===== src/soc_settings.svh =====
`ifndef SOC_SETTINGS_SVH
`define SOC_SETTINGS_SVH

// RAM word-address width, 1024 words
`define SOC_RAM_BITS 10

// Each UART FIFO holds 2**SOC_FIFO_BITS bytes
`define SOC_FIFO_BITS 3

`define SOC_UART_DIV_RESET 16'd8

// Region codes taken from address bits 31:28
`define SOC_REGION_RAM 4'd2
`define SOC_REGION_PORT 4'd3
`define SOC_REGION_UART_DATA 4'd4
`define SOC_REGION_UART_CTRL 4'd5

`endif


===== src/soc_pkg.sv =====
package soc_pkg;

    typedef logic [31:0] addr_t;
    typedef logic [31:0] data_t;
    typedef logic [3:0] strb_t;
    typedef logic [7:0] byte_t;

    // Top four address bits pick the slave
    typedef logic [3:0] region_t;

    // One UART bit lasts this many clock cycles
    typedef logic [15:0] div_t;

    typedef logic [1:0] led_t;

    typedef enum logic [1:0] {
        TX_IDLE,
        TX_START,
        TX_DATA,
        TX_STOP
    } uart_tx_state_t;

    typedef enum logic [1:0] {
        RX_IDLE,
        RX_START,
        RX_DATA,
        RX_STOP
    } uart_rx_state_t;

endpackage


===== src/io_regs.sv =====
`timescale 1ns/1ps
`include "soc_settings.svh"

module io_regs import soc_pkg::*; (
    input logic clk,
    input logic rst,
    input logic port_req,
    input logic ctrl_req,
    input data_t wdata,
    input strb_t wstrb,
    output led_t led,
    output data_t led_rdata,
    output data_t ctrl_rdata,
    output div_t uart_div,
    input logic tx_full,
    input logic rx_empty
);

    logic led_write;
    logic div_write;

    assign led_write = port_req && wstrb[0];

    // The divisor is a halfword, so both low lanes must be written
    assign div_write = ctrl_req && (wstrb[1:0] == 2'b11);

    always_ff @(posedge clk) begin
        if (rst) begin
            led <= '0;
            uart_div <= `SOC_UART_DIV_RESET;
        end else begin
            if (led_write)
                led <= wdata[1:0];
            if (div_write)
                uart_div <= wdata[15:0];
        end
    end

    assign led_rdata = {30'h0, led};

    // Status word: divisor on top, FIFO flags in the two low bits
    assign ctrl_rdata = {uart_div, 14'h0, rx_empty, tx_full};

endmodule


===== config.mk =====
export PLATFORM = sky130hd
export DESIGN_NAME = io_regs
export DESIGN_NICKNAME = d
export VERILOG_FILES = /design/src/soc_pkg.sv /design/src/io_regs.sv
export VERILOG_INCLUDE_DIRS = /design/src /design/src/src
export SDC_FILE = /design/constraint.sdc
export NUM_CORES = 1
export LEC_CHECK = 0
export BUFFER_PORTS_ARGS = -buffer_cell sky130_fd_sc_hd__buf_2
export CORE_MARGIN = 3
export CORE_UTILIZATION = 30
export CTS_BUF_LIST = sky130_fd_sc_hd__clkbuf_4
export DETAILED_ROUTE_END_ITERATION = 7
export HOLD_SLACK_MARGIN = 0.12
export PLACE_DENSITY_LB_ADDON = 0.15
export REMOVE_ABC_BUFFERS = 1
export SYNTH_ARGS = -nofsm -noshare
export SYNTH_HDL_FRONTEND = slang
export SYNTH_SLANG_ARGS = --single-unit
export TNS_END_PERCENT = 10

===== constraint.sdc =====
create_clock -name clk -period 0.8 [get_ports clk]
set_input_delay 0.08 -clock clk [delete_from_list [all_inputs] [get_ports clk]]
set_output_delay 0.08 -clock clk [all_outputs]
set_load 0.02 [all_outputs]

==> summary.txt <==
Outcome
  – Outcome: finished with violations
  – Failing checks: setup timing

Finish
  – Fill cells: 408
  – Synth-to-layout area growth: 30.49%
  – Final core utilization: just over 40%
  – Share of cells above drive strength 1: between 40% and 50%
  – Fin nets: 240
  – Antenna cells: 0

Power
  – Sw frac: 34.15%
  – Logic pwr share: ~31%
  – Internal Power: about 0.0014 W
  – Switching power total: a little over 0.0007 W
  – Seq pwr share: a little under half
  – Static Leak: 0.8141 nW
  – Tot Pwr: around 0.0021 W
  – Clock Power Share: roughly 23%
  – Peak supply drop: roughly 460 uV
  – Pwr per Cell Area: 1229 mW/mm^2

Worst hold path
  – Hold path cells: 3
  – Min-delay src: port_req
  – HP Class: primary input to flip-flop
  – Hold Path Sink: led[0]

Setup path
  – Crit end category: output port
  – RR Endpoint: led[0]
  – R2r worst-path depth: 2
  – Crit path largest cell delay: ~0.36 ns
  – Startpoint types: flip-flop
  – Critical Path Start: led[1]
  – Crit path buffers/inverters: 1
  – Worst R2R Setup Slack: 0.02 ns
  – Worst path slowest cell: dfxtp_2
  – Worst-path cell chain: buf_4
  – WP data required: 0.72 ns
  – Worst path arrival time: approximately 0.79 ns
  – Critical path fanouts, max: 3
  – Family with the most delay on the worst path: flip-flops
  – Worst r2r src: led[0]
  – Stages on worst setup path: 1
  – Setup CP Type: flip-flop to output port

Floorplanning
  – Die area: 0.005118 mm^2
  – Core area: just over 0.004 mm^2
  – Starting density of the core: about a third
  – Rows: 23
  – Die W: just over 70 um
  – Die height: 71.54 um
  – Top-level I/O count: 124

Route
  – # DRC: 0
  – Starting DRT DRC Count: 12
  – Routed len/inst: around 11 um
  – Overall routed net length: about 2600 um
  – Vias per std cell: 3.707
  – Drt first pass iters: 3
  – Via count: slightly above 900
  – Antenna-violating nets left: 0

STA
  – Final Hold Violating Endpoints: 0
  – Final setup viols: 36
  – WHS: ~0.096 ns
  – Worst Clk Skew: 0 ns
  – Final TNS setup: -2.356 ns
  – Min Tclk post-route: slightly below 0.9 ns
  – Fmax: roughly 1100 MHz
  – RSZ-0062 raised after global routing: yes
  – Fin worst setup slack: -0.07328 ns
  – Crit share post-route: 109.2%
  – Final Max Tran Viols: 0

Clock tree
  – Post-CTS Setup Bufs: 0
  – Clock Tree Root: clkbuf_4
  – Cts bufs inserted: 3
  – Clk sink count: 18
  – Hold buffers post-CTS: 17
  – CTS clk-pin slew, worst paths: approximately 0.11 ns
  – Max Buffers Root-to-Sink: 2
  – Max H-tree Level: 1
  – CTS tree: built
  – Worst skew pair latency: slightly below 0.3 ns

Logic synthesis
  – Post-synth top area cell: buf_4
  – Top post-synthesis cells by area: buf_4 37%, dfxtp_1 28%, nand2b_1 15%
  – Distinct cells, synth: 13
  – Register area share after synthesis: between 20 and 30%
  – Number of flops mapped to enable cells by yosys: 0
  – Synth top area share: roughly 37%
  – Commonest cells in the netlist: 64 x buf_4, 30 x nand2b_1, 18 x dfxtp_1
  – Syn Std Cell Area: 0.001289 mm^2
  – #FFs+latches synth: 18
  – Mean Syn Cell Area: between 9 and 10 um^2
  – Most frequent cell after synthesis: buf_4
  – Syn. warnings: 0
  – Most used DFF post-synth: dfxtp_1
  – Synth Instances: roughly 140
  – Ys async rst share: 0%

GRT
  – Tot GR Track Use: roughly a tenth
  – Grt ovf: 0
  – Initial antenna violation count: 0
  – Vias in the first global route: between 800 and 900
  – Pin count of the biggest net entering global routing: 35
  – First-pass GRT wire length: 3857 um

Place
  – GPL Wtd Cong: 0.6990
  – Port Buffer Count: 57
  – DP Wirelength: 1764 um

Flow run
  – Max-Cap Viols: 0
-- sequential cells by signal, indices dropped and copies added (netlist names) --
| register | flops |
|---|---|
| led | 2 |
| uart_div | 16 |
-- per-layer routing --
layer,global-route usage [%],vias up,wire [um]
met5,0,-,0
met4,3.132,0,0
met3,2.104,0,257
met2,17.96,59,1371
met1,9.880,404,961
li1,-,449,-
-- power by group through the flow --
| stage | logic, W | clock network [W] | registers, W |
|---|---|---|---|
| 6_report | 0.000640 | 0.000468 | 0.000958 |
| 3_3_place_gp | 0.000509 | 0 | 0.000969 |
| 4_1_cts | 0.000620 | 0.000491 | 0.000963 |
| 5_1_grt | 0.000685 | 0.000535 | 0.000964 |
| 3_5_place_dp | 0.000514 | 0 | 0.000971 |
| 2_1_floorplan | 0.000271 | 0 | 0.00105 |
-- kinds of logic after synthesis --
| family | count (synthesis) | synth area share, % |
|---|---|---|
| buffers and inverters | 69 | 40.58 |
| DFF | 18 | 27.96 |
| and+or+nand+nor | 35 | 16.41 |
| AOI/OAI and AO/OA | 4 | 2.330 |
| muxes | 16 | 12.43 |
| other | 1 | 0.2910 |
-- final cells by class --
type	count	area (um^2)	share of cell area, %
multi-input combinational	99	574.3	34.15
tap	50	62.56	3.720
clock buffer	3	22.52	1.339
sequential	18	390.4	23.21
timing repair buffer	76	631.9	37.57
-- cells in the final DEF (no fill, tap or decap) --
master,count
dfxtp_2,15
buf_2,21
a21bo_2,2
buf_12,1
a21oi_2,2
nand3_1,2
clkbuf_4,3
nor2_1,2
buf_6,15
and3_1,1
conb_1,44
dlymetal6s4s_1,1
mux2i_1,16
nand2b_1,30
buf_4,22
dfxtp_4,3
dlygate4sd3_1,16
-- what timing repair did --
action,in CTS,in global routing
gates resized for setup,60,15
endpoints found under the setup margin,37,38
endpoints found under the hold margin,18,1
-- worst max path at each step --
stage,end,slack (ns)
after global routing,ctrl_rdata[28],-0.11
after floorplan,uart_div[0],-0.22
after detailed placement,uart_div[11],-0.04
after CTS,ctrl_rdata[26],-0.09
final,led_rdata[1],-0.07
after global placement,uart_div[14],0.001
-- stage by stage --
stage | setup slack (ns) | instance area (um^2) | cells
after floorplan | -0.2191 | 927.1 | 117
after global placement | 0.0009685 | 1303 | 226
after detailed placement | -0.03788 | 1303 | 226
after CTS | -0.08792 | 1630 | 246
after global routing | -0.1140 | 1682 | 246
final | -0.07328 | 1682 | 246
Note: power is estimated with default switching activity, not from simulation.
