[src/soc_settings.svh]
`ifndef SOC_SETTINGS_SVH
`define SOC_SETTINGS_SVH

// RAM word-address width, 1024 words
`define SOC_RAM_BITS 10

// Each UART FIFO holds 2**SOC_FIFO_BITS bytes
`define SOC_FIFO_BITS 3

`define SOC_UART_DIV_RESET 16'd8

// Region codes taken from address bits 31:28
`define SOC_REGION_RAM 4'd2
`define SOC_REGION_PORT 4'd3
`define SOC_REGION_UART_DATA 4'd4
`define SOC_REGION_UART_CTRL 4'd5

`endif

[src/soc_pkg.sv]
package soc_pkg;

    typedef logic [31:0] addr_t;
    typedef logic [31:0] data_t;
    typedef logic [3:0] strb_t;
    typedef logic [7:0] byte_t;

    // Top four address bits pick the slave
    typedef logic [3:0] region_t;

    // One UART bit lasts this many clock cycles
    typedef logic [15:0] div_t;

    typedef logic [1:0] led_t;

    typedef enum logic [1:0] {
        TX_IDLE,
        TX_START,
        TX_DATA,
        TX_STOP
    } uart_tx_state_t;

    typedef enum logic [1:0] {
        RX_IDLE,
        RX_START,
        RX_DATA,
        RX_STOP
    } uart_rx_state_t;

endpackage

[src/bus_decoder.sv]
`timescale 1ns/1ps
`include "soc_settings.svh"

module bus_decoder import soc_pkg::*; (
    input logic clk,
    input logic rst,
    input logic mem_valid,
    input addr_t mem_addr,
    output logic mem_ready,
    output data_t mem_rdata,
    output logic ram_req,
    output logic port_req,
    output logic ctrl_req,
    output logic uart_req,
    input data_t ram_rdata,
    input data_t led_rdata,
    input data_t ctrl_rdata,
    input data_t uart_rdata,
    input logic uart_ack
);

    region_t region;
    logic new_req;
    logic other_req;
    logic ram_q;
    data_t rdata_next;
    data_t rdata_q;

    assign region = mem_addr[31:28];

    // A request is only live while no completion is pending
    assign new_req = mem_valid && !mem_ready;

    assign ram_req = new_req && (region == `SOC_REGION_RAM);
    assign port_req = new_req && (region == `SOC_REGION_PORT);
    assign ctrl_req = new_req && (region == `SOC_REGION_UART_CTRL);
    assign uart_req = new_req && (region == `SOC_REGION_UART_DATA);
    assign other_req = new_req && !ram_req && !port_req && !ctrl_req && !uart_req;

    always_comb begin
        case (region)
            `SOC_REGION_PORT: rdata_next = led_rdata;
            `SOC_REGION_UART_CTRL: rdata_next = ctrl_rdata;
            `SOC_REGION_UART_DATA: rdata_next = uart_rdata;
            default: rdata_next = '0;
        endcase
    end

    always_ff @(posedge clk) begin
        if (rst) begin
            mem_ready <= 1'b0;
            ram_q <= 1'b0;
        end else begin
            mem_ready <= ram_req || port_req || ctrl_req || other_req || uart_ack;
            ram_q <= ram_req;
        end
    end

    // Last capture before ready rises is the one the master sees
    always_ff @(posedge clk) begin
        if (new_req)
            rdata_q <= rdata_next;
    end

    // RAM word is already registered inside the bank
    assign mem_rdata = ram_q ? ram_rdata : rdata_q;

endmodule

[config.mk]
export PLATFORM = sky130hd
export DESIGN_NAME = bus_decoder
export DESIGN_NICKNAME = d
export VERILOG_FILES = /design/src/soc_pkg.sv /design/src/bus_decoder.sv
export VERILOG_INCLUDE_DIRS = /design/src /design/src/src
export SDC_FILE = /design/constraint.sdc
export NUM_CORES = 1
export LEC_CHECK = 0
export ABC_AREA = 0
export ABC_CLOCK_PERIOD_IN_PS = 2000
export BUFFER_PORTS_ARGS = -buffer_cell sky130_fd_sc_hd__buf_2
export CORE_MARGIN = 1
export CORE_UTILIZATION = 39
export DETAILED_ROUTE_END_ITERATION = 8
export MAX_ROUTING_LAYER = met4
export PLACE_DENSITY = 0.81
export RECOVER_POWER = 25
export SETUP_SLACK_MARGIN = 0.1
export SKIP_CTS_REPAIR_TIMING = 1
export SYNTH_ARGS = -nofsm -noshare
export SYNTH_HDL_FRONTEND = slang
export SYNTH_SLANG_ARGS = --single-unit
[constraint.sdc]
create_clock -name clk -period 2 [get_ports clk]
set_clock_uncertainty 0.15 [all_clocks]
set_input_delay 0.4 -clock clk [delete_from_list [all_inputs] [get_ports clk]]
set_output_delay 0.4 -clock clk [all_outputs]
set_load 0.005 [all_outputs]
==> results of run 1 <==
## routing by layer
metal  track usage  vias up  share of wire
met5             -        -              0
met1         0.179      898           0.38
met2         0.352       93           0.55
li1              -      988              -
met4        0.0589        0         0.0055
met3        0.0455        2          0.066
## worst max path at each step
stage	to	cells after the start	startpoint	slack [ns]
6_report	mem_rdata[1]	3	ram_q$_SDFF_PP0_	0.15
5_1_grt	mem_rdata[10]	3	ram_q$_SDFF_PP0_	0.09
4_1_cts	mem_rdata[10]	3	ram_q$_SDFF_PP0_	-0.001
3_5_place_dp	ctrl_req	4	mem_addr[31]	0.05
3_3_place_gp	ctrl_req	4	mem_addr[31]	0.06
2_1_floorplan	rdata_q[0]$_DFFE_PN_	2	mem_valid	0.27
## worst max-delay path, stage by stage, from the launching register on
cell       delay (ns)
dfxtp_4          0.39
clkbuf_16        0.17
mux2_2           0.33
buf_2            0.13
## sequential cells by signal (all words and copies together) (netlist names)
name	flops
rdata_q	32
mem_ready	1
ram_q	1
## power groups by stage
stage	Combinational, W	Clock (W)	Sequential (W)
finish	0.000370	0.000472	0.000838
CTS	0.000389	0.000495	0.000840
floorplan	0.000194	0	0.000850
global placement	0.000374	0	0.000853
detailed placement	0.000388	0	0.000855
global route	0.000409	0.000532	0.000841
## metrics by stage
step / util / setup WS [ns] / TNS, ns / std cells
2_1_floorplan: - / 0.269 / 0 / 160
3_3_place_gp: 0.554 / 0.0621 / 0 / 400
3_5_place_dp: 0.554 / 0.0538 / 0 / 400
4_1_cts: 0.568 / -0.00120 / -0.00120 / 408
5_1_grt: 0.559 / 0.0878 / 0 / 409
6_report: 0.559 / 0.152 / 0 / 409
## cell usage in the layout (no fill, tap or decap), drive strengths merged
master   instances
clkinv           2
buf            178
and4bb           1
nor4             1
o221a            1
inv              3
mux2i           32
or2              1
nand2b           1
edfxtp          32
mux2            32
clkbuf          10
dfxtp            2
or3b             2
nor3             4
o2bb2ai         32
## cell type report
cell class	count	area share
clock buffers	6	0.0219
clock inverters	2	0.00264
inverters	3	0.00340
multi-input cells	107	0.345
flip-flops and latches	34	0.303
well taps	75	0.0283
repair buffers	182	0.296
## cell families (layout without fill, tap and decap cells)
family / Yosys count / in the layout / share of synthesized area
DFF: 34 / 34 / 0.418
AOI/OAI and AO/OA: 33 / 33 / 0.200
and+or+nand+nor: 10 / 10 / 0.0313
buffers and inverters: 19 / 193 / 0.0673
muxes: 64 / 64 / 0.284
## cell usage after synthesis
cell	number	area [µm²]
o221a_1	1	11.3
nor3_1	4	20.0
or3b_2	1	8.76
or3b_1	1	8.76
mux2i_1	32	320
dfxtp_1	2	40.0
buf_12	3	60.1
o2bb2ai_1	2	17.5
mux2_2	30	338
or2_2	1	6.26
clkbuf_1	2	7.51
nor4_2	1	12.5
o2bb2ai_2	30	450
buf_2	6	30.0
edfxtp_1	32	961
and4bb_2	1	12.5
buf_6	4	45.0
mux2_1	2	22.5
buf_4	1	7.51
nand2b_1	1	6.26
inv_1	3	11.3
==> results.cfg, run 1 <==
[pwr]
seqPwrFrac = 0.499
p_per_area_mw_per_mm2 = 507
p_leak_nw = 1.55
p_comb_frac = 0.220
peakVddDrop_mv = 0.273
power_w = 0.00168
intPower_w = 0.00128
clockPowerShare = 0.281
p_sw_w = 0.000403
sw_frac_of_total = 0.240

[clocking]
cts_max_path_buffers = 2
cts_max_level = 2
root_buffer = clkbuf_8
numCtsBuffers = 5
clock_latency_ns = 0.28
cts_num_sinks = 34
cts_tree = done
clk_pin_slew_worst_paths_ns = 0.07

[drt]
drt-total-wl_mm = 5.82
final_antenna_net_count = 0
drtIter0Drc = 52
vias = 1981
drc = 0
drt-vias-per-instance = 4.84
wire_per_inst_um = 14.2
dr.pass1.iters = 4

[sta]
hold_violations = 0
holdWs_ns = 0.152
tightest_slew_ns = 0.548
rsz0062_at_grt = yes
period_share = 0.924
max_slew_margin = 0.635
layout_min_cycle_time_ns = 1.85
fmax_ghz = 0.541
setup_violations = 0
maxSlewViolCount = 0

[logic_synthesis]
syn_avg_cell_area_um2 = 15.0
yosysSeqAreaShare = 0.418
netlist_area_mm2 = 0.00240
synth_fp_nets = 324
ys_ff_latch = 34
yosys_warnings = 0
synthCells = 160
yosysUniqueCellTypes = 21

[worst_setup_path]
arrival_ns = 1.30
reg2reg_to = mem_ready$_SDFF_PP0_
required_ns = 1.45
rr_worst_depth = 4
start_kind = register
crit_type = register to output port
reg2reg_slack_ns = 0.57
worstReg2RegStart = mem_ready$_SDFF_PP0_
cp-end-kind = output port
cp_max_fo = 11

[floorplan]
fp.coreArea_mm2 = 0.00592
fp-row-count = 28
ios = 201
die_x_um = 80.4
start_util = 0.405
dieArea_mm2 = 0.00646
die_h_um = 80.4

[status]
status = completed

[finish]
area_delta_synth_final_pct = 38.2
multi_input_area_mm2 = 0.00114
diodes = 0
nFillCells = 539
final_nets = 497
regArea_mm2 = 0.00100
final_area_mm2 = 0.00331
drive_above_1_share = 0.710

[run]
cap_violations = 0

[min_path]
hold_class = input port to register
min_to = ram_q$_SDFF_PP0_
hp-start = rst
whs_path_depth = 2

[grt]
antenna_found_initial = 0
overflow = 0
grt_pass1_vias = 2007
grtUsageTotal = 0.184
grt_max_degree = 33
grt_pass1_wl_mm = 8.66

[placement]
place_area_mm2 = 0.00328
gp_congestion = 0.693
place_hpwl_mm = 4.47
place.port_buffers = 172
Note: power is estimated with default switching activity, not from simulation.
==> inputs of run 2 (changes only) <==
--- a/config.mk
+++ b/config.mk
@@ -7,7 +7,7 @@
 export NUM_CORES = 1
 export LEC_CHECK = 0
 export ABC_AREA = 0
-export ABC_CLOCK_PERIOD_IN_PS = 2000
+export ABC_CLOCK_PERIOD_IN_PS = 2100
 export BUFFER_PORTS_ARGS = -buffer_cell sky130_fd_sc_hd__buf_2
 export CORE_MARGIN = 1
 export CORE_UTILIZATION = 39
==> constraint.sdc (replaced) <==
create_clock -name clk -period 2.1 [get_ports clk]
set_clock_uncertainty 0.15 [all_clocks]
set_input_delay 0.42 -clock clk [delete_from_list [all_inputs] [get_ports clk]]
set_output_delay 0.42 -clock clk [all_outputs]
set_load 0.005 [all_outputs]
==> run 2 against run 1 <==
Combinational power is 2% lower. Final cell count is 0.49% lower. First-iteration DRC count is 44% lower. Final area is 0.87% higher. Clock-buffer cell count stayed put. Worst setup slack worse by 0.0028 ns. Die area stayed put. Via count is 1.2% lower. Critical path depth is 1 higher. Sequential share of layout area is 0.37 points lower. Total power is 4.5% lower. Core utilization is 0.49 points higher. Highest routed layer unchanged.
==> results.cfg, run 2 (same netlist as run 1, synthesis figures left out) <==
[drt]
drc = 0
drt-total-wl_mm = 5.47
final_antenna_net_count = 0
drtIter0Drc = 29
vias = 1958
wire_per_inst_um = 13.4
drt-vias-per-instance = 4.81
dr.pass1.iters = 4

[clocking]
clk_pin_slew_worst_paths_ns = 0.07
clock_latency_ns = 0.27
cts_max_path_buffers = 2
cts_num_sinks = 34
cts_max_level = 2
root_buffer = clkbuf_8
numCtsBuffers = 5
cts_tree = done

[worst_setup_path]
required_ns = 1.53
rr_worst_depth = 4
cp-end-kind = output port
crit_chain = buf_2, or3b_2, nor3_2, buf_2
arrival_ns = 1.38
max_stage_delay_ns = 0.51
start_kind = input port
path_common_cell = buf_2
crit_slowest_cell = or3b_2
cp_max_fo = 4
crit_type = input port to output port

[status]
status = completed

[grt]
grtUsageTotal = 0.170
overflow = 0
grt_pass1_vias = 1896
grt_pass1_wl_mm = 8.05
grt_max_degree = 33
antenna_found_initial = 0

[sta]
finalSetupTns_ns = 0
tightest_slew_ns = 1.03
hold_violations = 0
period_share = 0.929
max_slew_margin = 0.316
rsz0062_at_grt = no
maxSlewViolCount = 0
setup_violations = 0
layout_min_cycle_time_ns = 1.95
worst_slack_ns = 0.149
fmax_ghz = 0.513

[pwr]
sw_frac_of_total = 0.240
intPower_w = 0.00122
p_per_area_mw_per_mm2 = 480
p_sw_w = 0.000385
clockPowerShare = 0.277
seqPwrFrac = 0.498
power_w = 0.00160
peakVddDrop_mv = 0.211
p_comb_frac = 0.225
p_leak_nw = 1.56

[finish]
final_area_mm2 = 0.00334
diodes = 0
final_nets = 495
final_common_cell = buf_2
drive_above_1_share = 0.756
finalCoreUtilization = 0.564
largest_reg_flops = 32
most-common-layout-cells = buf_2 (172), mux2i_1 (32), edfxtp_1 (32), o2bb2ai_2 (30), mux2_2 (30)
largest-register = rdata_q
area_delta_synth_final_pct = 39.4
reg_top3 = rdata_q (32), mem_ready (1), ram_q (1)

[placement]
place_hpwl_mm = 4.34
gp_congestion = 0.696
post-place-ws_ns = 0.0533
place_area_mm2 = 0.00326
place.port_buffers = 172

[floorplan]
fp-row-count = 28
start_util = 0.405
die_x_um = 80.4
ios = 201
die_h_um = 80.4
dieArea_mm2 = 0.00646
fp.coreArea_mm2 = 0.00592

[run]
cap_violations = 0

[min_path]
whs_path_depth = 2
hold_class = input port to register
[run 2: metrics by stage]
step                hold slack [ns]  instances
global route                  0.167        407
CTS                           0.171        407
finish                        0.186        407
global placement              0.460        399
detailed placement            0.472        399
floorplan                     0.344        160
[run 2: cell type report]
class                           count  area (µm²)
Inverter                            3        11.3
Tap cell                           75        93.8
Sequential cell                    34        1000
Clock buffer                        6        72.6
Fill cell                         535        2580
Timing Repair Buffer              180         920
Clock inverter                      2        8.76
Multi-Input combinational cell    107        1230
[run 2: critical path: cells and delay by family]
family,cells,cell delay (ns)
buf+inv,2,0.24
simple gates,2,0.71
[run 2: metal layers]
layer  vias to the layer above  routed length (µm)  GRT usage
met5                         -                   0          -
met4                         0                  43     0.0554
met3                         4                 340     0.0409
met2                        90                2960      0.325
met1                       882                2120      0.165
li1                        982                   -          -
[run 2: final timing paths]
check                               to            startpoint  slack [ns]
setup / recovery              ctrl_req          mem_addr[31]        0.15
hold / removal        ram_q$_SDFF_PP0_                   rst        0.19
setup reg to reg  mem_ready$_SDFF_PP0_  mem_ready$_SDFF_PP0_        0.54
hold reg to reg       ram_q$_SDFF_PP0_  mem_ready$_SDFF_PP0_        0.58
[run 2: power groups by stage]
stage	clock network (W)	logic, W	registers, W
2_1_floorplan	0	0.000184	0.000810
3_3_place_gp	0	0.000354	0.000813
3_5_place_dp	0	0.000368	0.000814
4_1_cts	0.000468	0.000369	0.000799
5_1_grt	0.000498	0.000396	0.000802
6_report	0.000444	0.000361	0.000799
