## src/soc_settings.svh

```systemverilog
`ifndef SOC_SETTINGS_SVH
`define SOC_SETTINGS_SVH

// RAM word-address width, 1024 words
`define SOC_RAM_BITS 10

// Each UART FIFO holds 2**SOC_FIFO_BITS bytes
`define SOC_FIFO_BITS 3

`define SOC_UART_DIV_RESET 16'd8

// Region codes taken from address bits 31:28
`define SOC_REGION_RAM 4'd2
`define SOC_REGION_PORT 4'd3
`define SOC_REGION_UART_DATA 4'd4
`define SOC_REGION_UART_CTRL 4'd5

`endif

```

## src/soc_pkg.sv

```systemverilog
package soc_pkg;

    typedef logic [31:0] addr_t;
    typedef logic [31:0] data_t;
    typedef logic [3:0] strb_t;
    typedef logic [7:0] byte_t;

    // Top four address bits pick the slave
    typedef logic [3:0] region_t;

    // One UART bit lasts this many clock cycles
    typedef logic [15:0] div_t;

    typedef logic [1:0] led_t;

    typedef enum logic [1:0] {
        TX_IDLE,
        TX_START,
        TX_DATA,
        TX_STOP
    } uart_tx_state_t;

    typedef enum logic [1:0] {
        RX_IDLE,
        RX_START,
        RX_DATA,
        RX_STOP
    } uart_rx_state_t;

endpackage

```

## src/uart_fifo.sv

```systemverilog
`timescale 1ns/1ps
`include "soc_settings.svh"

module uart_fifo import soc_pkg::*; (
    input logic clk,
    input logic rst,
    input logic uart_req,
    input strb_t wstrb,
    input data_t wdata,
    output data_t uart_rdata,
    output logic uart_ack,
    input div_t uart_div,
    output logic tx_full,
    output logic rx_empty,
    output logic tx,
    input logic rx
);

    localparam int B = `SOC_FIFO_BITS;
    localparam int DEPTH = 1 << B;

    byte_t tx_mem [DEPTH];
    byte_t rx_mem [DEPTH];
    logic [B:0] tx_wr, tx_rd, rx_wr, rx_rd;
    logic tx_empty, rx_full;
    logic bus_write, tx_push, tx_pop, rx_push, rx_pop;
    uart_tx_state_t tx_state;
    uart_rx_state_t rx_state;
    div_t tx_cnt, rx_cnt;
    logic [2:0] tx_bit, rx_bit;
    byte_t tx_shift, rx_shift;
    logic rx_meta, rx_sync;

    // Pointers carry one extra bit to tell full from empty
    assign tx_empty = (tx_wr == tx_rd);
    assign tx_full = (tx_wr[B] != tx_rd[B]) && (tx_wr[B-1:0] == tx_rd[B-1:0]);
    assign rx_empty = (rx_wr == rx_rd);
    assign rx_full = (rx_wr[B] != rx_rd[B]) && (rx_wr[B-1:0] == rx_rd[B-1:0]);

    assign bus_write = |wstrb;
    assign tx_push = uart_req && bus_write && !tx_full;
    assign rx_pop = uart_req && !bus_write && !rx_empty;
    assign uart_ack = tx_push || rx_pop;
    assign uart_rdata = {24'h0, rx_mem[rx_rd[B-1:0]]};

    assign tx_pop = (tx_state == TX_IDLE) && !tx_empty;
    // A byte arriving with the FIFO full is lost
    assign rx_push = (rx_state == RX_STOP) && (rx_cnt == '0) && rx_sync && !rx_full;

    always_ff @(posedge clk) begin
        if (tx_push)
            tx_mem[tx_wr[B-1:0]] <= wdata[7:0];
        if (rx_push)
            rx_mem[rx_wr[B-1:0]] <= rx_shift;
    end

    always_ff @(posedge clk) begin
        if (rst) begin
            tx_wr <= '0;
            tx_rd <= '0;
            rx_wr <= '0;
            rx_rd <= '0;
        end else begin
            tx_wr <= tx_wr + {{B{1'b0}}, tx_push};
            tx_rd <= tx_rd + {{B{1'b0}}, tx_pop};
            rx_wr <= rx_wr + {{B{1'b0}}, rx_push};
            rx_rd <= rx_rd + {{B{1'b0}}, rx_pop};
        end
    end

    always_ff @(posedge clk) begin
        if (rst) begin
            tx_state <= TX_IDLE;
            tx <= 1'b1;
            tx_cnt <= '0;
            tx_bit <= '0;
        end else if (tx_state == TX_IDLE) begin
            if (tx_pop) begin
                tx_shift <= tx_mem[tx_rd[B-1:0]];
                tx <= 1'b0;
                tx_cnt <= uart_div - 16'd1;
                tx_state <= TX_START;
            end
        end else if (tx_cnt != '0) begin
            tx_cnt <= tx_cnt - 16'd1;
        end else begin
            tx_cnt <= uart_div - 16'd1;
            case (tx_state)
                TX_START: begin
                    tx <= tx_shift[0];
                    tx_bit <= '0;
                    tx_state <= TX_DATA;
                end
                TX_DATA: begin
                    if (tx_bit == 3'd7) begin
                        tx <= 1'b1;
                        tx_state <= TX_STOP;
                    end else begin
                        tx <= tx_shift[1];
                        tx_shift <= tx_shift >> 1;
                        tx_bit <= tx_bit + 3'd1;
                    end
                end
                default: tx_state <= TX_IDLE;
            endcase
        end
    end

    always_ff @(posedge clk) begin
        if (rst) begin
            rx_meta <= 1'b1;
            rx_sync <= 1'b1;
        end else begin
            rx_meta <= rx;
            rx_sync <= rx_meta;
        end
    end

    always_ff @(posedge clk) begin
        if (rst) begin
            rx_state <= RX_IDLE;
            rx_cnt <= '0;
            rx_bit <= '0;
        end else if (rx_state == RX_IDLE) begin
            // Half a bit period lands the first sample mid start bit
            if (!rx_sync) begin
                rx_cnt <= (uart_div >> 1) - 16'd1;
                rx_state <= RX_START;
            end
        end else if (rx_cnt != '0) begin
            rx_cnt <= rx_cnt - 16'd1;
        end else begin
            rx_cnt <= uart_div - 16'd1;
            case (rx_state)
                RX_START: begin
                    rx_bit <= '0;
                    rx_state <= rx_sync ? RX_IDLE : RX_DATA;
                end
                RX_DATA: begin
                    rx_shift <= {rx_sync, rx_shift[7:1]};
                    rx_bit <= rx_bit + 3'd1;
                    if (rx_bit == 3'd7)
                        rx_state <= RX_STOP;
                end
                default: rx_state <= RX_IDLE;
            endcase
        end
    end

endmodule

```

## config.mk

```make
export PLATFORM = sky130hd
export DESIGN_NAME = uart_fifo
export DESIGN_NICKNAME = d
export VERILOG_FILES = /design/src/soc_pkg.sv /design/src/uart_fifo.sv
export VERILOG_INCLUDE_DIRS = /design/src /design/src/src
export SDC_FILE = /design/constraint.sdc
export NUM_CORES = 1
export LEC_CHECK = 0
export ABC_AREA = 1
export ABC_CLOCK_PERIOD_IN_PS = 4900
export BUFFER_PORTS_ARGS = -buffer_cell sky130_fd_sc_hd__buf_2
export CORE_UTILIZATION = 40
export DETAILED_ROUTE_END_ITERATION = 10
export PLACE_DENSITY = 0.58
export SLEW_MARGIN = 20
export SYNTH_ARGS = -nofsm -noshare
export SYNTH_HDL_FRONTEND = slang
export SYNTH_SLANG_ARGS = --single-unit
export TNS_END_PERCENT = 5
```

## constraint.sdc

```tcl
create_clock -name clk -period 4.9 [get_ports clk]
set_input_delay 1.47 -clock clk [delete_from_list [all_inputs] [get_ports clk]]
set_output_delay 1.47 -clock clk [all_outputs]
set_load 0.02 [all_outputs]
```

==> flow_summary_export.csv, run 1 <==
group,metric,value,unit
clock_network,cts_tree,"yes",
floorplanning,initial_core_util,41.2,%
global_routing,grt_max_degree,41,
sta,worstMarginPinSlew,983,ps
synth,synth_cell_types,41,
synth,netlist.area_leader.share,41.2,%
floorplanning,coreArea,0.0255,mm^2
clock_network,cts-root-buf,"clkbuf_16",
worst_setup_path,worstSetupStartpointType,"flop",
global_routing,track_usage,18.4,%
worst_setup_path,endpoint_kind,"output pin",
sta,setup_slack,875,ps
clock_network,cts_setup_buffers,0,
synth,synth_common_cells,"nand2_1 (226), nor2_1 (224), edfxtp_1 (144)",
route,vias_per_cell,5.07,
route,wl_per_cell,15.2,um
synth,synth_area,0.0105,mm^2
floorplanning,die_h,164,um
floorplanning,fp-row-count,58,
route,drc,0,
power,sw_frac_of_total,35.3,%
route,drt_iter0_markers,620,
power,seq_power_share,40.1,%
cells_and_area,antennaDiodeCount,0,
power,pwr_density_cell,456,mW/mm^2
clock_network,cts_sinks,205,
sta,hold_violations,0,
synth,synthSimpleGateAreaFrac,24.1,%
clock_network,clk_pin_slew,60,ps
synth,synth.mux.area_fraction,0.107,%
synth,synth_xor_xnor_area_share,2.00,%
synth,synth_edf_count,144,
synth,synth.avg_cell_area,8.58,um^2
route,wl,24300,um
worst_setup_path,arrival,2550,ps
flow_run,timing.max_cap.violations,0,
clock_network,ctsResizeCount,0,
synth,ys_ff_latch,205,
sta,setup_viol,0,
route,vias,8106,
sta,tns,0,ps
synth,synth_top_family_by_area,"simple AND/OR/NAND/NOR gates",
route,drtAntennaViolNets,0,
worst_setup_path,required,3430,ps
cells_and_area,synthToLayoutAreaGrowth,10.3,%
synth,syn_inst,1223,
power,p_sw,0.00187,W
clock_network,cts_buffers,23,
min_path,hold_class,"flop to flop",
power,combPwrFrac,29.9,%
cells_and_area,final_nets,1338,
placement,place_inst,1560,
cells_and_area,stdcell_count,1600,
cells_and_area,fin_area,0.0116,mm^2
floorplanning,num_io_pins,92,
global_routing,grt_pass1_vias,7522,
synth,synth_most_common_cell,"nand2_1",
clock_network,htree_levels,1,
power,internal_power,0.00341,W
cells_and_area,utilization,45.4,%
sta,timing.fmax,248,MHz
power,leakage,4.62,nW
sta,skew,7.19,ps
power,vdd_ir_drop_max,0.279,mV
synth,synthAdderAreaFrac,3.22,%
synth,ys_seq_area_share,52.8,%
synth,synth.area.top_cells,"edfxtp_1 (41%), dfxtp_1 (12%), nand2_1 (8.1%), nor2_1 (8.0%), o21ai_0 (5.0%)",
global_routing,grt_first_pass_wirelength,38800,um
worst_setup_path,reg2reg_slack,2020,ps
synth,synth_compound_area_share,10.1,%
synth,ys_warn_count,0,
placement,place_congestion,0.890,
worst_setup_path,path_max_fanout,35,
global_routing,antenna_found_initial,0,
placement,port_buffers,43,
route,dr.pass1.iters,5,
placement,dp_hpwl,16400,um
power,clkPwrFrac,30.1,%
sta,period_share,82.1,%
floorplanning,die_w,164,um
cells_and_area,drive_above_1_share,10.2,%
sta,slew_headroom,34.2,%
clock_network,postCtsHoldBufs,0,
placement,place_ws,1260,ps
synth,synth-async-reset-ratio,0,%
placement,placed_area,0.0109,mm^2
synth,ys.flop_type,"edfxtp_1",
sta,rsz0062_at_grt,"no",
synth,yosys.area.top_type,"edfxtp_1",
floorplanning,die_area,0.0269,mm^2
clock_network,insertion_delay,500,ps
clock_network,cts_max_path_buffers,3,
sta,slew_viol_final,0,
worst_setup_path,worstSetupPathType,"flop to output pin",
outcome,status,"finished clean",
sta,period_minus_slack,4020,ps
global_routing,grt-ovfl-total,0,
## logic make-up after synthesis
group,count (synthesis)
other cells,1
compound gates,192
buf+inv,177
xor+xnor,24
flops,205
mux,1
fa+ha+maj,27
simple gates,596
## metrics by stage
step	hold slack, ps	total power [W]
floorplan	389	0.00339
global placement	399	0.00371
detailed placement	393	0.00373
CTS	407	0.00532
global route	431	0.00562
finish	406	0.00528
## path summary, 6_finish.rpt
kind,endpoint,start,depth (start not counted)
max reg2reg,tx_shift[7],tx_state[0],5
min,rx_sync,rx_meta,1
min reg2reg,rx_sync,rx_meta,1
max,uart_rdata[1],rx_rd[0],7
## power by group through the flow
| stage | clock (W) | sequential (W) | combinational [W] |
|---|---|---|---|
| final | 0.00159 | 0.00212 | 0.00158 |
| after global placement | 0 | 0.00215 | 0.00156 |
| after floorplan | 0 | 0.00212 | 0.00127 |
| after CTS | 0.00162 | 0.00211 | 0.00159 |
| after global routing | 0.00168 | 0.00214 | 0.00181 |
| after detailed placement | 0 | 0.00215 | 0.00158 |
## worst max-delay path, stage by stage (launching register included)
cell     delay (ps)
dfxtp_1         290
buf_4           230
inv_1           710
o21ai_0         160
o22ai_1         170
nor2_1           80
a31oi_1         190
buf_2           200
## placed cells by master (no fill, tap or decap), types with 13 or more instances in the layout
cell,synthesis,routed
nor2_1,224,224
nor2_2,14,14
o21ai_0,104,104
clkbuf_16,0,23
dfxtp_1,61,61
edfxtp_1,144,144
ha_1,27,27
buf_2,8,43
nand3_1,89,89
xor2_1,16,16
inv_1,105,105
o22ai_1,13,13
conb_1,1,24
nand2_1,226,226
a21oi_1,40,40
## state kept, by name, indices dropped and copies added, names as in the netlist, 2 cells and up
signal	flops
rx_mem	64
tx_bit	3
tx_mem	64
tx_wr	4
rx_rd	4
tx_shift	8
tx_state	2
rx_shift	8
rx_bit	3
tx_rd	4
rx_wr	4
rx_state	2
rx_cnt	16
tx_cnt	16
## metal layers
layer	GRT usage (%)	share of wire, %
met1	25.4	48
met2	30.7	46
met3	2.20	3.7
met4	4.29	1.6
met5	0	0
## area by class of cell
class,instances,area [um^2]
flip-flops and latches,205,5550
clock buffers,30,642
inverters,112,422
well taps,330,413
repair buffers,49,260
fillers,2460,13900
multi-input cells,864,4240
clock inverters,10,56.3
No activity file was read; power rests on OpenSTA's default activity.
==> inputs of run 2 (changes only) <==
--- a/config.mk
+++ b/config.mk
@@ -6,8 +6,8 @@
 export SDC_FILE = /design/constraint.sdc
 export NUM_CORES = 1
 export LEC_CHECK = 0
-export ABC_AREA = 1
-export ABC_CLOCK_PERIOD_IN_PS = 4900
+export ABC_AREA = 0
+export ABC_CLOCK_PERIOD_IN_PS = 4120
 export BUFFER_PORTS_ARGS = -buffer_cell sky130_fd_sc_hd__buf_2
 export CORE_UTILIZATION = 40
 export DETAILED_ROUTE_END_ITERATION = 10
==> constraint.sdc (replaced) <==
create_clock -name clk -period 4.12 [get_ports clk]
set_input_delay 1.236 -clock clk [delete_from_list [all_inputs] [get_ports clk]]
set_output_delay 1.236 -clock clk [all_outputs]
set_load 0.02 [all_outputs]
==> run 2 against run 1 <==
  * Die area fell by 5.7%
  * Synthesized cell count fell by 35%
  * Setup slack got worse by 500 ps
  * Clock power rose by 28%
  * Synthesized area fell by 5.8%
  * Sequential share of layout area rose by 1.5 points
==> flow_summary_export.csv, run 2 <==
group,metric,value,unit
worst_setup_path,worstSetupEndpoint,"uart_ack",
cells_and_area,ff_latch_area,0.00555,mm^2
worst_setup_path,worstSetupStartpointType,"flop",
power,leakage,3.84,nW
synth,syn_inst,799,
sta,period_minus_slack,3740,ps
synth,ys_warn_count,0,
worst_setup_path,required,2880,ps
floorplanning,num_io_pins,92,
sta,setup_viol,0,
synth,ys.flop_type,"edfxtp_1",
synth,synth-async-reset-ratio,0,%
global_routing,grt_pass1_vias,6159,
synth,ys_seq_area_share,56.1,%
global_routing,use_met1,24.0,%
outcome,status,"finished clean",
clock_network,ctsResizeCount,0,
synth,netlist.area_leader.share,43.7,%
worst_setup_path,endpoint_kind,"output pin",
clock_network,cts_max_path_buffers,3,
global_routing,antenna_found_initial,0,
sta,timing.fmax,267,MHz
cells_and_area,multiInputGateArea,0.00402,mm^2
synth,synth_edf_count,144,
sta,slew_headroom,35.7,%
clock_network,htree_levels,1,
worst_setup_path,worstSetupPathType,"flop to output pin",
sta,skew,8.44,ps
clock_network,cts_tree,"yes",
route,wl,21100,um
sta,period_share,90.8,%
sta,tns,0,ps
power,pwr_density_cell,545,mW/mm^2
worst_setup_path,arrival,2500,ps
route,drtAntennaViolNets,0,
synth,synth.area.top_cells,"edfxtp_1 (44%), dfxtp_1 (12%), mux4_2 (7.3%), ha_1 (3.4%), xnor2_1 (3.3%)",
placement,place_congestion,0.853,
floorplanning,initial_core_util,40.8,%
sta,rsz0062_at_grt,"no",
flow_run,timing.max_cap.violations,0,
clock_network,cts_sinks,205,
synth,synth_cell_types,65,
worst_setup_path,path_max_fanout,11,
synth,yosys.area.top_type,"edfxtp_1",
worst_setup_path,setup.worst_path.start,"tx_rd[2]",
route,drt_iter0_markers,474,
cells_and_area,mostFrequentLayoutCells,"edfxtp_1 (144), dfxtp_1 (61), nor2_1 (60)",
global_routing,track_usage,16.9,%
synth,synth.avg_cell_area,12.4,um^2
route,drc,0,
sta,hold_violations,0,
placement,dp_hpwl,14200,um
global_routing,grt-ovfl-total,0,
floorplanning,fp-row-count,57,
route,wl_per_cell,17.7,um
route,vias,6333,
power,vdd_ir_drop_max,0.356,mV
floorplanning,die_area,0.0253,mm^2
global_routing,grt_first_pass_wirelength,34300,um
cells_and_area,utilization,46.3,%
synth,synth_most_common_cell,"edfxtp_1",
clock_network,insertion_delay,500,ps
route,vias_per_cell,5.31,
floorplanning,coreArea,0.0242,mm^2
min_path,hold_class,"flop to flop",
worst_setup_path,timing.rr.end,"rx_mem[2][0]",
placement,port_buffers,43,
clock_network,cts-root-buf,"clkbuf_16",
worst_setup_path,r2r_cells,5,
floorplanning,die_h,159,um
cells_and_area,synthToLayoutAreaGrowth,13.5,%
global_routing,grt_busiest_layer,"met2",
cells_and_area,fillers,2218,
clock_network,cts_setup_buffers,0,
worst_setup_path,reg2reg_slack,1060,ps
cells_and_area,antennaDiodeCount,0,
sta,slew_viol_final,0,
cells_and_area,final_nets,935,
global_routing,grt_max_degree,31,
worst_setup_path,r2r-start,"rx_cnt[7]",
sta,worstMarginPinSlew,962,ps
clock_network,clk_pin_slew,60,ps
synth,synth_common_cells,"edfxtp_1 (144), dfxtp_1 (61), nor2_1 (60)",
global_routing,grtUsageMet3,2.71,%
cells_and_area,drive_above_1_share,19.0,%
synth,ys_ff_latch,205,
route,dr.pass1.iters,5,
synth,synth_area,0.00989,mm^2
global_routing,grtUsageMet2,27.2,%
cells_and_area,final_common_cell,"edfxtp_1",
floorplanning,die_w,159,um
clock_network,cts_buffers,23,
clock_network,postCtsHoldBufs,0,
## run 2: cell types whose count changed after synthesis, sizes merged, moves of 9 or more
cell,previous run,this run
inv,111,18
mux2i,0,16
mux4,0,32
nand2,235,36
nand2b,0,11
nand3,92,21
nor2,242,60
nor2b,0,12
nor3,7,22
nor3b,0,9
nor4,0,16
o21ai,111,27
o221ai,11,0
xnor2,8,37
## run 2: cell type report
| cell class | count | share of cell area, % |
|---|---|---|
| Inverter | 20 | 0.669 |
| Clock buffer | 26 | 5.23 |
| Timing Repair Buffer | 72 | 3.86 |
| Sequential cell | 205 | 49.4 |
| Multi-Input combinational cell | 530 | 35.8 |
| Clock inverter | 15 | 1.38 |
| Tap cell | 324 | 3.61 |
## run 2: cell families after synthesis
family                     synth area share, %
AOI/OAI and AO/OA                         8.71
muxes                                     9.93
DFF                                       56.1
xor gates and xnor gates                  4.69
adders and majority gates                 3.42
buffers and inverters                     4.29
other                                   0.0379
and+or+nand+nor                           12.8
## run 2: how the worst min path moves through the flow
stage | from | to | depth (start not counted)
floorplan | rx_meta | rx_sync | 1
global placement | rx_meta | rx_sync | 1
detailed placement | rx_meta | rx_sync | 1
CTS | rx_meta | rx_sync | 1
global route | rx_meta | rx_sync | 1
finish | rx_meta | rx_sync | 1
## run 2: worst max-delay path: stages, from the launching register on
cell	delay (ps)
dfxtp_1	300
buf_4	200
xor2_1	180
nor4_1	630
nor3b_1	170
or2_2	360
buf_2	170
## run 2: routing by layer
layer	vias to the layer above	routed length (um)
met5	-	0
met3	24	966
met4	0	412
met2	127	9770
li1	3094	-
met1	3088	9990
## run 2: power by group
| group | total (W) | internal (W) | switching, W |
|---|---|---|---|
| sequential | 0.00249 | 0.00237 | 0.000128 |
| combinational | 0.00160 | 0.000610 | 0.000989 |
| clock | 0.00203 | 0.00121 | 0.000815 |
## run 2: through the flow
stage / hold WS (ps) / cells / power, W / setup slack [ps] / instance area [um^2]
final: 424 / 1192 / 0.00612 / 380 / 11200
after global routing: 464 / 1192 / 0.00645 / 275 / 11200
after floorplan: 389 / 822 / 0.00373 / 751 / 9970
after CTS: 423 / 1192 / 0.00617 / 363 / 11200
after detailed placement: 397 / 1151 / 0.00413 / 498 / 10500
after global placement: 406 / 1151 / 0.00412 / 507 / 10500
==> inputs of run 3 (changes only) <==
--- a/config.mk
+++ b/config.mk
@@ -10,6 +10,7 @@
 export ABC_CLOCK_PERIOD_IN_PS = 4120
 export BUFFER_PORTS_ARGS = -buffer_cell sky130_fd_sc_hd__buf_2
 export CORE_UTILIZATION = 40
+export CTS_CLUSTER_SIZE = 14
 export DETAILED_ROUTE_END_ITERATION = 10
 export PLACE_DENSITY = 0.58
 export SLEW_MARGIN = 20
==> constraint.sdc (replaced) <==
create_clock -name clk -period 4.12 [get_ports clk]
set_input_delay 0.206 -clock clk [delete_from_list [all_inputs] [get_ports clk]]
set_output_delay 0.206 -clock clk [all_outputs]
set_load 0.02 [all_outputs]
==> run 3 against run 2 <==
  * Clock power hardly changed
  * Cell count is 0.25% higher
  * First-iteration DRC count is 17% higher
  * Sequential power hardly changed
  * Maximum frequency is 23% higher
  * Combinational power hardly changed
  * Sequential share of layout area is 0.24 points lower
  * Critical path depth is 1 lower
  * Final area is 0.48% higher
  * Wire length is 0.61% higher
  * Setup slack better by 710 ps
  * Critical path type is now flop to flop
  * Largest cell class unchanged
==> flow_summary_export.csv, run 3 (synthesis gave the netlist of run 2 again) <==
group,metric,value,unit
clock_network,clk_pin_slew,60,ps
route,drtAntennaViolNets,0,
sta,period_minus_slack,3030,ps
cells_and_area,fillers,2201,
cells_and_area,synthToLayoutAreaGrowth,14.0,%
worst_setup_path,arrival,3160,ps
clock_network,ctsResizeCount,0,
clock_network,postCtsHoldBufs,9,
floorplanning,coreArea,0.0242,mm^2
cells_and_area,antennaDiodeCount,0,
sta,timing.fmax,330,MHz
cells_and_area,stdcell_count,1195,
route,vias_per_cell,5.34,
sta,setup_viol,0,
placement,place_inst,1147,
route,wl,21300,um
global_routing,grt-ovfl-total,0,
clock_network,cts_setup_buffers,0,
placement,placed_area,0.0104,mm^2
global_routing,grt_max_degree,41,
placement,port_buffers,43,
route,drt_iter0_markers,554,
clock_network,cts-root-buf,"clkbuf_16",
sta,whs,96.4,ps
worst_setup_path,path_max_fanout,8,
worst_setup_path,endpoint_kind,"flop",
sta,slew_headroom,35.0,%
clock_network,cts_sinks,205,
worst_setup_path,r2r_cells,5,
floorplanning,initial_core_util,40.8,%
floorplanning,num_io_pins,92,
sta,rsz0062_at_grt,"no",
power,leakage,3.86,nW
placement,place_congestion,0.842,
floorplanning,die_w,159,um
global_routing,grt_first_pass_wirelength,34600,um
sta,worstMarginPinSlew,972,ps
flow_run,timing.max_cap.violations,0,
min_path,min_path_cells,4,
sta,hold_violations,0,
cells_and_area,final_common_cell,"edfxtp_1",
cells_and_area,final_nets,940,
sta,tns,0,ps
floorplanning,die_area,0.0253,mm^2
cells_and_area,mostFrequentLayoutCells,"edfxtp_1 (144), dfxtp_1 (61), nor2_1 (60)",
sta,skew,9.43,ps
clock_network,cts_buffers,23,
sta,slew_viol_final,0,
global_routing,antenna_found_initial,0,
global_routing,grt_pass1_vias,6283,
clock_network,cts_tree,"yes",
min_path,hold_class,"primary input to flop",
power,vdd_ir_drop_max,0.385,mV
outcome,status,"finished clean",
route,wl_per_cell,17.8,um
power,total_power,0.00613,W
route,vias,6384,
cells_and_area,fin_area,0.0113,mm^2
clock_network,cts_max_path_buffers,3,
global_routing,track_usage,17.1,%
route,drc,0,
worst_setup_path,required,4250,ps
placement,dp_hpwl,14000,um
sta,period_share,73.6,%
worst_setup_path,worstSetupStartpointType,"flop",
clock_network,insertion_delay,500,ps
floorplanning,die_h,159,um
route,dr.pass1.iters,4,
power,pwr_density_cell,544,mW/mm^2
cells_and_area,drive_above_1_share,18.5,%
floorplanning,fp-row-count,57,
worst_setup_path,worstSetupPathType,"flop to flop",
clock_network,htree_levels,1,
[run 3: cell types whose count changed in the layout (fill, tap and decap cells not counted), sizes merged]
| cell | before | now |
|---|---|---|
| buf | 72 | 68 |
| inv | 18 | 19 |
| dlygate4sd3 | 0 | 9 |
| clkinvlp | 1 | 0 |
| clkinv | 13 | 11 |
[run 3: final cells by class]
cell class / count / area [um^2] / share of cell area [%]
clock inverters: 13 / 151 / 1.34
flip-flops and latches: 205 / 5550 / 49.2
multi-input cells: 530 / 4020 / 35.6
clock buffers: 26 / 587 / 5.21
repair buffers: 77 / 493 / 4.37
well taps: 324 / 405 / 3.60
inverters: 20 / 75.1 / 0.666
[run 3: critical path: stages (launching register included)]
cell	delay (ps)
dfxtp_1	350
nor4_2	590
nand4_1	370
a2111oi_2	500
nand2_1	180
nor2_1	650
[run 3: final timing paths]
check / start / endpoint / slack [ps]
max: rx_cnt[7] / rx_mem[7][3] / 1090
min: uart_div[1] / rx_cnt[0] / 100
max reg2reg: rx_cnt[7] / rx_mem[7][3] / 1090
min reg2reg: rx_meta / rx_sync / 410
[run 3: per-layer routing]
layer  vias up  GRT usage [%]  routed length [um]
met3        32           2.76                 974
met4         0           4.59                 499
li1       3093              -                   -
met1      3114           24.1               10000
met2       145           27.5                9780
met5         -              0                   0
[run 3: power by group]
group / switching, W / internal [W] / total, W
combinational: 0.000988 / 0.000629 / 0.00162
clock: 0.000809 / 0.00121 / 0.00202
sequential: 0.000130 / 0.00237 / 0.00250
total: 0.00193 / 0.00421 / 0.00613
[run 3: per-stage QoR]
stage	utilization, %	worst slack [ps]
after floorplan	-	1400
after global placement	43.0	1090
after detailed placement	43.0	1080
after CTS	46.5	1070
after global routing	46.5	863
final	46.5	1090
